--- config.mk ---
export PLATFORM = sky130hd
export DESIGN_NAME = map_buf_top
export DESIGN_NICKNAME = d
export VERILOG_FILES = /design/src/map_buf_pkg.sv /design/src/map_bank_if.sv /design/src/map_bank_fifo.sv /design/src/map_buf_top.sv /design/src/map_rd_mux.sv /design/src/map_wr_ctrl.sv
export VERILOG_INCLUDE_DIRS = /design/src
export SDC_FILE = /design/constraint.sdc
export NUM_CORES = 1
export LEC_CHECK = 0
export BUFFER_PORTS_ARGS = -buffer_cell sky130_fd_sc_hd__buf_2
export CAP_MARGIN = 0
export CELL_PAD_IN_SITES_DETAIL_PLACEMENT = 1
export CELL_PAD_IN_SITES_GLOBAL_PLACEMENT = 2
export CORE_MARGIN = 3
export CORE_UTILIZATION = 45
export DETAILED_ROUTE_END_ITERATION = 12
export GPL_TIMING_DRIVEN = 0
export MAX_ROUTING_LAYER = met4
export PLACE_DENSITY = 0.71
export SYNTH_ARGS = -nofsm -noshare
export SYNTH_HDL_FRONTEND = slang
export SYNTH_SLANG_ARGS = --single-unit
--- constraint.sdc ---
create_clock -name clk -period 4.8 [get_ports clk]
set_input_delay 0.96 -clock clk [delete_from_list [all_inputs] [get_ports clk]]
set_output_delay 0.96 -clock clk [all_outputs]
set_load 0.02 [all_outputs]
--- src/map_buf_config.svh ---
`ifndef MAP_BUF_CONFIG_SVH
`define MAP_BUF_CONFIG_SVH

// map word width in bits
`define MAP_DATA_WIDTH 32

// words per block, one block fills one bank
`define MAP_BLOCK_WORDS 16

// blocks per frame
// kept odd so the last block of a frame lands in bank A
`define MAP_BLOCK_NUM 5

// bank FIFO depth, must hold a full block
`define MAP_FIFO_DEPTH 16

// settle time after reset or soft reset
`define MAP_INIT_CYCLES 50

// cycles from the detected finish edge to the bank flush
`define MAP_FINISH_DELAY 10

`endif

--- src/map_buf_pkg.sv ---
`default_nettype none

package map_buf_pkg;

  // bank select code shared by writer and read mux
  typedef enum logic [1:0] {
    BANK_NONE = 2'd0, // nothing selected
    BANK_A    = 2'd1,
    BANK_B    = 2'd2
  } bank_id_e;

  // writer FSM states
  typedef enum logic [2:0] {
    INIT,    // settle after reset
    IDLE,    // wait for gdc start edge
    WRITE_A,
    WRITE_B,
    WAIT_A,  // bank A full, wait for reader
    WAIT_B
  } wr_state_e;

endpackage

`default_nettype wire

--- src/map_bank_if.sv ---
`timescale 1ns/1ps
`default_nettype none

`include "map_buf_config.svh"

interface map_bank_if;

  // write side, writer to FIFO
  logic                       wr_valid;
  logic                       wr_ready;
  logic [`MAP_DATA_WIDTH-1:0] wr_data;

  // read side, FIFO to read mux
  logic                       rd_valid;
  logic                       rd_ready;
  logic [`MAP_DATA_WIDTH-1:0] rd_data;

  logic                       flush; // empties the bank, one cycle

  modport wr (
    output wr_valid, wr_data, flush,
    input  wr_ready
  );

  modport rd (
    input  rd_valid, rd_data, flush,
    output rd_ready
  );

  modport fifo (
    input  wr_valid, wr_data, rd_ready, flush,
    output wr_ready, rd_valid, rd_data
  );

endinterface

`default_nettype wire

--- src/map_bank_fifo.sv ---
`timescale 1ns/1ps
`default_nettype none

`include "map_buf_config.svh"

module map_bank_fifo (
  input  logic     clk,
  input  logic     rstn,
  map_bank_if.fifo bank
);

  localparam int DEPTH = `MAP_FIFO_DEPTH;
  localparam int PTR_W = (DEPTH > 1) ? $clog2(DEPTH) : 1;
  localparam int CNT_W = $clog2(DEPTH + 1);

  logic [`MAP_DATA_WIDTH-1:0] mem [DEPTH];
  logic [PTR_W-1:0]           wr_ptr;
  logic [PTR_W-1:0]           rd_ptr;
  logic [CNT_W-1:0]           count;
  logic                       full;
  logic                       empty;
  logic                       do_wr;
  logic                       do_rd;

  // wrap at DEPTH, depth need not be a power of two
  function automatic logic [PTR_W-1:0] ptr_inc(input logic [PTR_W-1:0] p);
    return (p == PTR_W'(DEPTH - 1)) ? '0 : p + 1'b1;
  endfunction

  assign full  = (count == CNT_W'(DEPTH));
  assign empty = (count == '0);
  assign do_wr = bank.wr_valid && !full;
  assign do_rd = bank.rd_ready && !empty;

  assign bank.wr_ready = !full;
  assign bank.rd_valid = !empty;     // first word falls through
  assign bank.rd_data  = mem[rd_ptr];

  always_ff @(posedge clk) begin
    if (do_wr) begin
      mem[wr_ptr] <= bank.wr_data;
    end
  end

  always_ff @(posedge clk or negedge rstn) begin
    if (!rstn) begin
      wr_ptr <= '0;
      rd_ptr <= '0;
      count  <= '0;
    end else if (bank.flush) begin
      wr_ptr <= '0;
      rd_ptr <= '0;
      count  <= '0;
    end else begin
      if (do_wr) wr_ptr <= ptr_inc(wr_ptr);
      if (do_rd) rd_ptr <= ptr_inc(rd_ptr);
      case ({do_wr, do_rd})
        2'b10:   count <= count + 1'b1;
        2'b01:   count <= count - 1'b1;
        default: count <= count;
      endcase
    end
  end

  // writer only offers a block to a bank the reader has emptied
  a_no_wr_full: assert property (@(posedge clk) disable iff (!rstn)
    full |-> !bank.wr_valid);

  // reader only drains a bank holding a complete block
  a_no_rd_empty: assert property (@(posedge clk) disable iff (!rstn || bank.flush)
    empty |-> !bank.rd_ready);

endmodule

`default_nettype wire

--- src/map_buf_top.sv ---
`timescale 1ns/1ps
`default_nettype none

`include "map_buf_config.svh"

module map_buf_top
  import map_buf_pkg::*;
(
  input  logic                       clk,
  input  logic                       rstn,
  input  logic                       i_soft_rstn,
  input  logic                       i_gdc_start,
  input  logic                       i_rd_finish,
  // map word stream in
  input  logic                       i_s_valid,
  output logic                       o_s_ready,
  input  logic [`MAP_DATA_WIDTH-1:0] i_s_data,
  // merged stream out
  output logic                       o_m_valid,
  input  logic                       i_m_ready,
  output logic [`MAP_DATA_WIDTH-1:0] o_m_data,
  output logic                       o_rd_start
);

  logic     blk_done;
  bank_id_e blk_bank;
  bank_id_e rd_bank;

  map_bank_if bank_a_if ();
  map_bank_if bank_b_if ();

  map_bank_fifo u_bank_a (.clk(clk), .rstn(rstn), .bank(bank_a_if));
  map_bank_fifo u_bank_b (.clk(clk), .rstn(rstn), .bank(bank_b_if));

  map_wr_ctrl u_wr_ctrl (
    .clk         (clk),
    .rstn        (rstn),
    .i_soft_rstn (i_soft_rstn),
    .i_gdc_start (i_gdc_start),
    .i_rd_finish (i_rd_finish),
    .i_s_valid   (i_s_valid),
    .i_s_data    (i_s_data),
    .i_rd_bank   (rd_bank),
    .o_s_ready   (o_s_ready),
    .bank_a      (bank_a_if),
    .bank_b      (bank_b_if),
    .o_blk_done  (blk_done),
    .o_blk_bank  (blk_bank),
    .o_rd_start  (o_rd_start)
  );

  map_rd_mux u_rd_mux (
    .clk        (clk),
    .rstn       (rstn),
    .bank_a     (bank_a_if),
    .bank_b     (bank_b_if),
    .i_blk_done (blk_done),
    .i_blk_bank (blk_bank),
    .o_rd_bank  (rd_bank),
    .o_m_valid  (o_m_valid),
    .o_m_data   (o_m_data),
    .i_m_ready  (i_m_ready)
  );

endmodule

`default_nettype wire

--- src/map_rd_mux.sv ---
`timescale 1ns/1ps
`default_nettype none

`include "map_buf_config.svh"

module map_rd_mux
  import map_buf_pkg::*;
(
  input  logic                       clk,
  input  logic                       rstn,
  map_bank_if.rd                     bank_a,
  map_bank_if.rd                     bank_b,
  input  logic                       i_blk_done,
  input  bank_id_e                   i_blk_bank,
  output bank_id_e                   o_rd_bank,
  output logic                       o_m_valid,
  output logic [`MAP_DATA_WIDTH-1:0] o_m_data,
  input  logic                       i_m_ready
);

  localparam int CNT_W = $clog2(`MAP_BLOCK_WORDS + 1);

  bank_id_e         sel_q;
  bank_id_e         sel_d;
  bank_id_e         next_q;  // next bank in the A/B alternation
  bank_id_e         other;
  logic             rdy_a;   // bank holds a complete block
  logic             rdy_b;
  logic             next_rdy;
  logic             other_rdy;
  logic             take_a;
  logic             take_b;
  logic             flush;
  logic             m_fire;
  logic             blk_end;
  logic [CNT_W-1:0] rd_cnt;

  assign flush     = bank_a.flush || bank_b.flush;
  assign other     = (sel_q == BANK_A) ? BANK_B : BANK_A;
  assign next_rdy  = (next_q == BANK_B) ? rdy_b : rdy_a;
  assign other_rdy = (other == BANK_B) ? rdy_b : rdy_a;
  assign m_fire    = o_m_valid && i_m_ready;
  assign blk_end   = m_fire && (rd_cnt == CNT_W'(`MAP_BLOCK_WORDS - 1));

  ////////////////////////////////////////
  // bank select
  ////////////////////////////////////////
  always_comb begin
    sel_d = sel_q;
    if (sel_q == BANK_NONE) begin
      if (next_rdy) sel_d = next_q;
    end else if (blk_end) begin
      sel_d = other_rdy ? other : BANK_NONE; // hop straight over if waiting
    end
  end

  assign take_a = (sel_d == BANK_A) && (sel_q != BANK_A);
  assign take_b = (sel_d == BANK_B) && (sel_q != BANK_B);

  always_ff @(posedge clk or negedge rstn) begin
    if (!rstn) begin
      sel_q  <= BANK_NONE;
      next_q <= BANK_A;
      rdy_a  <= 1'b0;
      rdy_b  <= 1'b0;
      rd_cnt <= '0;
    end else if (flush) begin
      sel_q  <= BANK_NONE;
      next_q <= BANK_A;     // a new frame starts in bank A
      rdy_a  <= 1'b0;
      rdy_b  <= 1'b0;
      rd_cnt <= '0;
    end else begin
      sel_q <= sel_d;
      rdy_a <= (rdy_a && !take_a) || (i_blk_done && i_blk_bank == BANK_A);
      rdy_b <= (rdy_b && !take_b) || (i_blk_done && i_blk_bank == BANK_B);
      if (take_a)      next_q <= BANK_B;
      else if (take_b) next_q <= BANK_A;
      if (blk_end)     rd_cnt <= '0;
      else if (m_fire) rd_cnt <= rd_cnt + 1'b1;
    end
  end

  ////////////////////////////////////////
  // output mux
  ////////////////////////////////////////
  assign o_rd_bank       = sel_q;
  assign bank_a.rd_ready = (sel_q == BANK_A) && i_m_ready;
  assign bank_b.rd_ready = (sel_q == BANK_B) && i_m_ready;

  always_comb begin
    case (sel_q)
      BANK_A: begin
        o_m_valid = bank_a.rd_valid;
        o_m_data  = bank_a.rd_data;
      end
      BANK_B: begin
        o_m_valid = bank_b.rd_valid;
        o_m_data  = bank_b.rd_data;
      end
      default: begin
        o_m_valid = 1'b0;
        o_m_data  = '0;
      end
    endcase
  end

  // a selected bank keeps a word ready until its block is out
  a_sel_has_data: assert property (@(posedge clk) disable iff (!rstn)
    (o_rd_bank != BANK_NONE) |-> o_m_valid);

endmodule

`default_nettype wire

--- src/map_wr_ctrl.sv ---
`timescale 1ns/1ps
`default_nettype none

`include "map_buf_config.svh"

module map_wr_ctrl
  import map_buf_pkg::*;
(
  input  logic                       clk,
  input  logic                       rstn,
  input  logic                       i_soft_rstn,
  input  logic                       i_gdc_start,
  input  logic                       i_rd_finish,
  input  logic                       i_s_valid,
  input  logic [`MAP_DATA_WIDTH-1:0] i_s_data,
  input  bank_id_e                   i_rd_bank,
  output logic                       o_s_ready,
  map_bank_if.wr                     bank_a,
  map_bank_if.wr                     bank_b,
  output logic                       o_blk_done,
  output bank_id_e                   o_blk_bank,
  output logic                       o_rd_start
);

  localparam int INIT_W = $clog2(`MAP_INIT_CYCLES + 1);
  localparam int WORD_W = $clog2(`MAP_BLOCK_WORDS + 1);
  localparam int BLK_W  = $clog2(`MAP_BLOCK_NUM + 1);
  localparam int FIN_W  = $clog2(`MAP_FINISH_DELAY + 1);

  wr_state_e         state_q;
  wr_state_e         state_d;
  logic [1:0]        sync_q0;   // bit 0 start and bit 1 finish
  logic [1:0]        sync_q1;
  logic [1:0]        sync_q2;
  logic              start_edge;
  logic              fin_edge;
  logic [INIT_W-1:0] init_cnt;
  logic              init_done;
  logic [FIN_W-1:0]  fin_cnt;
  logic              fin_busy;
  logic              fin_fire;
  logic              flush;
  logic [WORD_W-1:0] wr_cnt;
  logic [BLK_W-1:0]  blk_cnt;
  logic              frame_full;
  logic              s_fire;
  logic              last_word;

  ////////////////////////////////////////
  // edge detect, init settle, finish delay
  ////////////////////////////////////////
  always_ff @(posedge clk or negedge rstn) begin
    if (!rstn) begin
      sync_q0 <= '0;
      sync_q1 <= '0;
      sync_q2 <= '0;
    end else begin
      sync_q0 <= {i_rd_finish, i_gdc_start};
      sync_q1 <= sync_q0;
      sync_q2 <= sync_q1; // history for rise detect
    end
  end

  assign start_edge = sync_q1[0] & ~sync_q2[0];
  assign fin_edge   = sync_q1[1] & ~sync_q2[1];

  always_ff @(posedge clk or negedge rstn) begin
    if (!rstn) begin
      init_cnt <= '0;
    end else if (!i_soft_rstn) begin
      init_cnt <= '0;             // settle again
    end else if (!init_done) begin
      init_cnt <= init_cnt + 1'b1;
    end
  end

  assign init_done = (init_cnt == INIT_W'(`MAP_INIT_CYCLES - 1));

  always_ff @(posedge clk or negedge rstn) begin
    if (!rstn) begin
      fin_busy <= 1'b0;
      fin_cnt  <= '0;
    end else if (!i_soft_rstn) begin
      fin_busy <= 1'b0;
      fin_cnt  <= '0;
    end else if (fin_edge) begin
      fin_busy <= 1'b1;
      fin_cnt  <= '0;
    end else if (fin_fire) begin
      fin_busy <= 1'b0;
    end else if (fin_busy) begin
      fin_cnt <= fin_cnt + 1'b1;
    end
  end

  assign fin_fire = fin_busy && (fin_cnt == FIN_W'(`MAP_FINISH_DELAY - 1));
  assign flush    = fin_fire || !i_soft_rstn;

  ////////////////////////////////////////
  // block and frame counters
  ////////////////////////////////////////
  assign s_fire     = i_s_valid && o_s_ready;
  assign last_word  = s_fire && (wr_cnt == WORD_W'(`MAP_BLOCK_WORDS - 1));
  assign frame_full = (blk_cnt == BLK_W'(`MAP_BLOCK_NUM));

  always_ff @(posedge clk or negedge rstn) begin
    if (!rstn) begin
      wr_cnt  <= '0;
      blk_cnt <= '0;
    end else if (flush || state_q == IDLE || state_q == INIT) begin
      wr_cnt  <= '0;
      blk_cnt <= '0;
    end else if (last_word) begin
      wr_cnt  <= '0;
      blk_cnt <= blk_cnt + 1'b1;
    end else if (s_fire) begin
      wr_cnt <= wr_cnt + 1'b1;
    end
  end

  ////////////////////////////////////////
  // writer FSM
  ////////////////////////////////////////
  always_comb begin
    state_d = state_q;
    case (state_q)
      INIT:    if (init_done) state_d = IDLE;
      IDLE:    if (start_edge) state_d = WRITE_A;
      WRITE_A: if (last_word) state_d = WAIT_A;
      WRITE_B: if (last_word) state_d = WAIT_B;
      // move on once the reader has taken the bank just filled
      WAIT_A:  if (!frame_full && i_rd_bank == BANK_A) state_d = WRITE_B;
      WAIT_B:  if (!frame_full && i_rd_bank == BANK_B) state_d = WRITE_A;
      default: state_d = INIT;
    endcase
    if (!i_soft_rstn) begin
      state_d = INIT;
    end else if (fin_fire && state_q != INIT) begin
      state_d = IDLE;
    end
  end

  always_ff @(posedge clk or negedge rstn) begin
    if (!rstn) state_q <= INIT;
    else       state_q <= state_d;
  end

  assign o_s_ready = !frame_full && ((state_q == WRITE_A && bank_a.wr_ready) ||
                                     (state_q == WRITE_B && bank_b.wr_ready));

  assign bank_a.wr_valid = (state_q == WRITE_A) && !frame_full && i_s_valid;
  assign bank_b.wr_valid = (state_q == WRITE_B) && !frame_full && i_s_valid;
  assign bank_a.wr_data  = i_s_data;
  assign bank_b.wr_data  = i_s_data;
  assign bank_a.flush    = flush;
  assign bank_b.flush    = flush;

  always_ff @(posedge clk or negedge rstn) begin
    if (!rstn) begin
      o_blk_done <= 1'b0;
      o_blk_bank <= BANK_NONE;
    end else begin
      o_blk_done <= last_word && !flush;
      if (last_word) o_blk_bank <= (state_q == WRITE_B) ? BANK_B : BANK_A;
    end
  end

  always_ff @(posedge clk or negedge rstn) begin
    if (!rstn) begin
      o_rd_start <= 1'b0;
    end else if (start_edge || fin_edge || !i_soft_rstn) begin
      o_rd_start <= 1'b0;
    end else if (last_word) begin
      o_rd_start <= 1'b1; // first full block in the frame
    end
  end

  // the bank open for input is never the one being drained
  a_wr_bank_not_read: assert property (@(posedge clk) disable iff (!rstn)
    o_s_ready |-> ((state_q == WRITE_A) ? (i_rd_bank != BANK_A) : (i_rd_bank != BANK_B)));

  // a bank is refilled only after the read mux has started on it
  property p_done_then_read(bank_id_e b);
    @(posedge clk) disable iff (!rstn || flush)
      (o_blk_done && o_blk_bank == b) |=>
        ((!(o_blk_done && o_blk_bank == b)) until (i_rd_bank == b));
  endproperty

  a_done_read_a: assert property (p_done_then_read(BANK_A));
  a_done_read_b: assert property (p_done_then_read(BANK_B));

endmodule

`default_nettype wire

==> impl_metrics.py, run 1 <==
metrics = {
    "outcome": {
        "status": "finished, final reports clean",
    },
    "floorplan": {
        "pin_count": 74,
        "die_w_um": 315.8,
        "dieHeight_um": 315.8,
        "dieArea_sq_mm": 0.09975,
        "core-area_sq_mm": 0.09515,
        "placement_rows": 113,
        "start_util_pct": 45.40,
    },
    "worst_setup_path": {
        "slowest_stage": "clkbuf_1",
        "crit_chain": "clkbuf_1 > clkbuf_1 > mux4_2 > mux2i_1 > nor2_1 > a21oi_1 > o21ai_1 > buf_2",
        "cp-start-kind": "flip-flop",
        "max_stage_delay_ns": 0.74,
        "path_max_fanout": 10,
        "setup.worst_path.start": "u_bank_b.rd_ptr[2]",
        "r2r_start": "u_bank_a.count[1]",
        "ff2ff_path_depth": 13,
        "critPathArrivalTime_ns": 3.71,
        "path_common_cell": "clkbuf_1",
        "required_ns": 3.84,
        "worstSetupEndpointType": "output port",
        "path_class": "reg2out",
    },
    "timing": {
        "finClkSkew_ns": 0.02132,
        "drv_slew": 0,
        "period_share_pct": 97.36,
        "fin_tns_setup_ns": 0,
        "max_clock_freq_mhz": 214.0,
        "hold_ws_ns": 0.1040,
        "finalCriticalPeriod_ns": 4.673,
        "setup_viol": 0,
        "rsz0062_at_grt": "false",
        "maxSlewHeadroom_pct": 20.09,
        "hold_violations": 0,
        "tightest_slew_ns": 1.199,
    },
    "place": {
        "gp_congestion": 0.8201,
        "dp_hpwl_mm": 72.47,
        "dp.cells": 3450,
        "portBuffers": 73,
    },
    "route": {
        "via_per_inst": 5.873,
        "drt_iter0_drc": 1968,
        "drt_pre_antenna_iters": 6,
        "avgRoutedWirePerCell_um": 29.18,
        "ant_nets": 0,
        "totalWireLength_mm": 106.6,
        "route.detailed.drc": 0,
        "vias": 21470,
    },
    "clock_tree": {
        "cts_buffers": 113,
        "h-tree-depth": 3,
        "clock_sinks": 1093,
        "clkSlewWorstSetupHoldPaths_ns": 0.06,
        "max-clock-path-buffers": 3,
        "root_buffer": "clkbuf_16",
        "cts_tree": "done",
        "clk_latency_ns": 0.68,
    },
    "cells_and_area": {
        "nets": 2367,
        "fin_cells": 3655,
        "syn2layout_area_growth_pct": 15.03,
        "fin_util_pct": 52.22,
        "final_common_cell": "edfxtp_1",
        "antenna_cells": 0,
        "final_layout_size_suffix_gt1_share_pct": 29.96,
        "final_cell_mix": "1024 x edfxtp_1, 289 x mux4_2, 114 x clkbuf_16, 101 x buf_2, 70 x a21oi_1",
    },
    "yosys": {
        "yosys.area.top_type": "edfxtp_1",
        "syn_area_sq_mm": 0.04320,
        "synth_top_family_by_area": "multiplexers",
        "async_reset_ff_share_pct": 6.313,
        "yosys.area_share.simple_pct": 2.923,
        "yosysSeqAreaShare_pct": 75.18,
        "synth_fp_nets": 2119,
        "synth_top_area_share_pct": 71.18,
        "synthesis.instances": 2050,
        "synth-xor-area-share_pct": 0.3447,
        "avgSynthCellArea_sq_um": 21.07,
        "synth-compound-area-share_pct": 2.372,
        "synth_adder_area_share_pct": 0.9037,
        "synth.ff_latch_count": 1093,
        "synth_area_leaders": "edfxtp_1 71%, mux4_2 15%, dfrtp_1 3.9%",
        "yosysWarnings": 0,
        "synth_edf_count": 1024,
        "yosys_most_used_dff": "edfxtp_1",
        "muxShareOfSynthArea_pct": 16.91,
        "ys_types": 72,
    },
    "grt": {
        "grt_antenna_before_repair": 3,
        "track_usage_pct": 22.65,
        "grt_start_max_net_pins": 64,
        "grt_pass1_wl_mm": 158.6,
        "grt_overflow": 0,
        "grt_pass1_vias": 23000,
    },
    "worst_hold_path": {
        "hp-class": "in2async",
    },
    "power_and_ir_drop": {
        "cellPowerDensity_mw_per_mm2": 380.7,
        "ir_worst_vdd_mv": 0.3209,
        "power_leakage_nw": 15.76,
    },
    "run": {
        "max-cap-violations": 0,
    },
}
-- synthesized netlist by cell type, types with 7 or more instances --
| master | instances |
|---|---|
| edfxtp_1 | 1024 |
| mux4_2 | 289 |
| a21oi_1 | 70 |
| dfrtp_1 | 68 |
| nor2_1 | 65 |
| clkbuf_1 | 54 |
| nand3_1 | 45 |
| mux2i_1 | 40 |
| o21ai_1 | 36 |
| mux2_2 | 32 |
| nand2_1 | 32 |
| ha_1 | 28 |
| buf_2 | 27 |
| inv_1 | 27 |
| and3_1 | 21 |
| buf_1 | 16 |
| o21ai_0 | 14 |
| and2_1 | 13 |
| buf_4 | 11 |
| nor3_1 | 9 |
| xnor2_1 | 9 |
| nor2b_1 | 8 |
| xor2_1 | 8 |
| nand2b_1 | 7 |
-- per-layer routing --
layer	global-route usage, %	vias to the layer above	share of wire [%]
li1	-	9025	-
met1	31.76	11620	43
met2	35.37	662	49
met3	3.644	157	5.7
met4	5.254	0	2.2
met5	-	-	0
-- cells by family (layout without fill, tap and decap cells) --
kind of cell	count (synthesis)	after routing
and+or+nand+nor	240	240
xor gates and xnor gates	17	17
adders and majority gates	30	30
AOI/OAI and AO/OA	170	170
buffers and inverters	137	477
DFF	1093	1093
muxes	363	363
-- repair_timing --
item | in CTS | in global routing
pin swaps | 0 | 0
buffers inserted | 0 | 0
hold buffers | 0 | 0
setup endpoints to repair | 31 | 9
gates resized for setup | 24 | 8
-- flip-flops by register name, indices dropped and copies added (netlist names), 2 cells and up --
name                  cells
u_bank_a.count            5
u_bank_a.mem            512
u_bank_a.rd_ptr           4
u_bank_a.wr_ptr           4
u_bank_b.count            5
u_bank_b.mem            512
u_bank_b.rd_ptr           4
u_bank_b.wr_ptr           4
u_rd_mux.next_q           2
u_rd_mux.o_rd_bank        2
u_rd_mux.rd_cnt           5
u_wr_ctrl.blk_cnt         3
u_wr_ctrl.fin_cnt         4
u_wr_ctrl.init_cnt        6
u_wr_ctrl.o_blk_bank      2
u_wr_ctrl.state_q         3
u_wr_ctrl.sync_q0         2
u_wr_ctrl.sync_q1         2
u_wr_ctrl.sync_q2         2
u_wr_ctrl.wr_cnt          5
-- layout make-up --
type                            count  area (sq um)
Buffer                            106         521.8
Tap cell                         1265          1583
Inverter                           29         110.1
Fill cell                        8384         45460
Clock inverter                     67         516.7
Timing Repair Buffer              135          1284
Sequential cell                  1093         32480
Multi-Input combinational cell    820         10210
Clock buffer                      140          2980
-- power breakdown --
part           total, mW  switching, mW  internal (mW)
clock               8.30           3.59           4.71
combinational      0.181          0.160         0.0220
sequential          10.4        0.00545           10.4
-- critical path, delay by kind of cell (launching register included) --
family / cells / cell delay, ns
buffers and inverters: 3 / 1.46
muxes: 2 / 0.62
AOI/OAI and AO/OA: 2 / 0.57
DFF: 1 / 0.32
and+or+nand+nor: 1 / 0.06
-- final timing paths --
path / to / slack (ns)
worst max-delay path: o_m_data[20] / 0.13
worst min-delay path: u_bank_b.rd_ptr[3] / 0.10
worst max register to register: u_bank_a.count[4] / 1.07
worst min register to register: u_wr_ctrl.sync_q1[1] / 0.35
max in group asynchronous: u_rd_mux.next_q[0] / 4.12
min in group clk: u_wr_ctrl.sync_q1[1] / 0.35
-- stage by stage --
stage	worst slack, ns	power, mW	cell area [sq um]
floorplan	-0.5932	10.65	43200
global placement	-4.853	10.80	45150
detailed placement	0.3919	10.82	46150
CTS	0.008723	19.12	49690
global route	0.02587	19.55	49690
finish	0.1266	18.91	49690
No activity file was read; power rests on OpenSTA's default activity.
==> inputs of run 2 (changes only) <==
==> constraint.sdc (replaced) <==
create_clock -name clk -period 4.8 [get_ports clk]
set_input_delay 0.72 -clock clk [delete_from_list [all_inputs] [get_ports clk]]
set_output_delay 0.72 -clock clk [all_outputs]
set_load 0.02 [all_outputs]
==> run 2 against run 1 <==
  * Via count shrank 0.16%
  * Largest cell class unchanged
  * Flip-flop and latch count is the same
  * Wire length shrank 0.15%
  * Power is essentially flat
  * Non-clock buffer count grew 3
  * Highest routed layer unchanged
  * Sequential power is essentially flat
==> impl_metrics.py, run 2 (synthesized netlist as in run 1, its figures left out) <==
metrics = {
    "place": {
        "gp_congestion": 0.8201,
        "portBuffers": 73,
        "dp_hpwl_mm": 72.47,
    },
    "timing": {
        "hold_violations": 0,
        "tightest_slew_ns": 1.172,
        "drv_slew": 0,
        "setup_viol": 0,
        "maxSlewHeadroom_pct": 21.84,
        "max_clock_freq_mhz": 218.6,
        "finalCriticalPeriod_ns": 4.575,
        "hold_ws_ns": 0.1446,
        "rsz0062_at_grt": "false",
        "period_share_pct": 95.30,
        "finClkSkew_ns": 0.02178,
        "fin_tns_setup_ns": 0,
    },
    "power_and_ir_drop": {
        "comb_power_share_pct": 1.0,
        "seq_power_share_pct": 55.1,
        "p_int_mw": 15.16,
        "swShare_pct": 19.85,
        "power_leakage_nw": 15.73,
        "cellPowerDensity_mw_per_mm2": 380.6,
        "total_power_mw": 18.91,
        "clkPwrFrac_pct": 43.9,
        "p_sw_mw": 3.755,
        "ir_worst_vdd_mv": 0.3184,
    },
    "worst_setup_path": {
        "path_class": "reg2out",
        "path_max_fanout": 10,
        "r2r_end": "u_bank_a.count[4]",
        "critPathArrivalTime_ns": 3.85,
        "cp-start-kind": "flip-flop",
        "ff2ff_path_depth": 13,
        "worstSetupEndpointType": "output port",
        "required_ns": 4.08,
        "r2r_start": "u_bank_a.count[1]",
        "rrSetupSlack_ns": 1.08,
    },
    "cells_and_area": {
        "syn2layout_area_growth_pct": 15.02,
        "final_cell_mix": "1024 x edfxtp_1, 289 x mux4_2, 114 x clkbuf_16, 99 x buf_2, 72 x clkbuf_1",
        "final-seq-area_sq_mm": 0.03248,
        "multiInputGateArea_sq_mm": 0.01021,
        "antenna_cells": 0,
        "final_layout_size_suffix_gt1_share_pct": 29.42,
        "final_common_cell": "edfxtp_1",
        "nets": 2370,
        "n_fill_cell": 8395,
        "reg.largest.list": "u_bank_a.mem x512, u_bank_b.mem x512, u_wr_ctrl.init_cnt x6",
    },
    "grt": {
        "track_usage_pct": 22.65,
        "grt_overflow": 0,
        "grt_start_max_net_pins": 64,
        "grt_pass1_wl_mm": 158.6,
        "grt_antenna_before_repair": 3,
        "grt_pass1_vias": 23000,
    },
    "clock_tree": {
        "clkSlewWorstSetupHoldPaths_ns": 0.06,
        "cts_buffers": 113,
        "cts_tree": "done",
        "root_buffer": "clkbuf_16",
        "clk_latency_ns": 0.69,
        "clock_sinks": 1093,
        "max-clock-path-buffers": 3,
        "h-tree-depth": 3,
    },
    "outcome": {
        "status": "finished, final reports clean",
    },
    "worst_hold_path": {
        "min-delay-start": "i_rd_finish",
        "hold_depth": 1,
        "hp-class": "in2reg",
        "holdPathEnd": "u_wr_ctrl.sync_q0[1]",
    },
    "route": {
        "drt_pre_antenna_iters": 5,
        "ant_nets": 0,
        "vias": 21430,
        "via_per_inst": 5.859,
        "totalWireLength_mm": 106.5,
        "avgRoutedWirePerCell_um": 29.11,
        "drt_iter0_drc": 1992,
        "route.detailed.drc": 0,
    },
    "floorplan": {
        "die_w_um": 315.8,
        "start_util_pct": 45.40,
        "dieHeight_um": 315.8,
        "dieArea_sq_mm": 0.09975,
        "core-area_sq_mm": 0.09515,
        "pin_count": 74,
        "placement_rows": 113,
    },
    "run": {
        "max-cap-violations": 0,
    },
}
## run 2: cell count changes in the layout (fill, tap and decap cells not counted)
cell | before | now
dfrtp_1 | 67 | 68
clkdlybuf4s15_2 | 2 | 1
buf_2 | 101 | 99
clkbuf_2 | 13 | 5
dlygate4sd3_1 | 0 | 1
buf_1 | 8 | 11
buf_4 | 31 | 30
clkbuf_1 | 62 | 72
clkbuf_4 | 1 | 2
dfrtp_2 | 1 | 0
## run 2: critical path: stages (launching register included)
cell	delay [ns]
dfrtp_1	0.36
clkbuf_1	0.54
clkbuf_1	0.81
mux4_2	0.43
mux2_2	0.29
a21oi_1	0.32
o21ai_1	0.20
buf_2	0.21
## run 2: layout make-up
type / instances / area share, %
buffer: 108 / 1.025
clock buffer: 140 / 5.998
clock inverter: 67 / 1.040
inverter: 29 / 0.2216
multi-input combinational: 820 / 20.56
sequential: 1093 / 65.37
tap: 1265 / 3.186
timing repair buffer: 136 / 2.604
## run 2: timing repair
action / in CTS / in global routing
buffers inserted: 0 / 0
endpoints found under the setup margin: 18 / 6
resized for setup: 11 / 6
hold buffers: 1 / 0
endpoints found under the hold margin: 6 / 0
## run 2: layer usage
metal	share of wire (%)	up-vias	GRT usage (%)
met4	2.1	0	5.254
li1	-	9035	-
met3	5.7	146	3.644
met2	49	656	35.37
met5	0	-	-
met1	43	11600	31.75
## run 2: worst max path at each step
stage / endpoint / slack [ns] / start / cells past startpoint
after floorplan: u_bank_a.mem[0][0] / -0.39 / u_wr_ctrl.blk_cnt[0] / 6
after global placement: u_bank_a.mem[0][8] / -4.61 / i_s_valid / 5
after detailed placement: o_m_data[9] / 0.63 / u_bank_b.rd_ptr[0] / 9
after CTS: o_m_data[4] / 0.03 / u_bank_b.rd_ptr[0] / 9
after global routing: o_m_data[6] / 0.03 / u_bank_a.rd_ptr[1] / 8
final: o_m_data[11] / 0.23 / u_bank_b.rd_ptr[1] / 7
## run 2: power groups by stage
stage	logic [mW]	registers, mW	clock network [mW]
after floorplan	0.0176	10.6	0
after global placement	0.169	10.6	0
after detailed placement	0.190	10.6	0
after CTS	0.190	10.4	8.50
after global routing	0.208	10.4	8.92
final	0.182	10.4	8.30
## run 2: metrics by stage
stage	utilization (%)	instances	setup WS, ns	area [sq um]
2_1_floorplan	-	2050	-0.3937	43200
3_3_place_gp	47.45	3388	-4.613	45150
3_5_place_dp	48.50	3450	0.6319	46150
4_1_cts	52.21	3658	0.03351	49680
5_1_grt	52.22	3658	0.02652	49690
6_report	52.22	3658	0.2254	49690
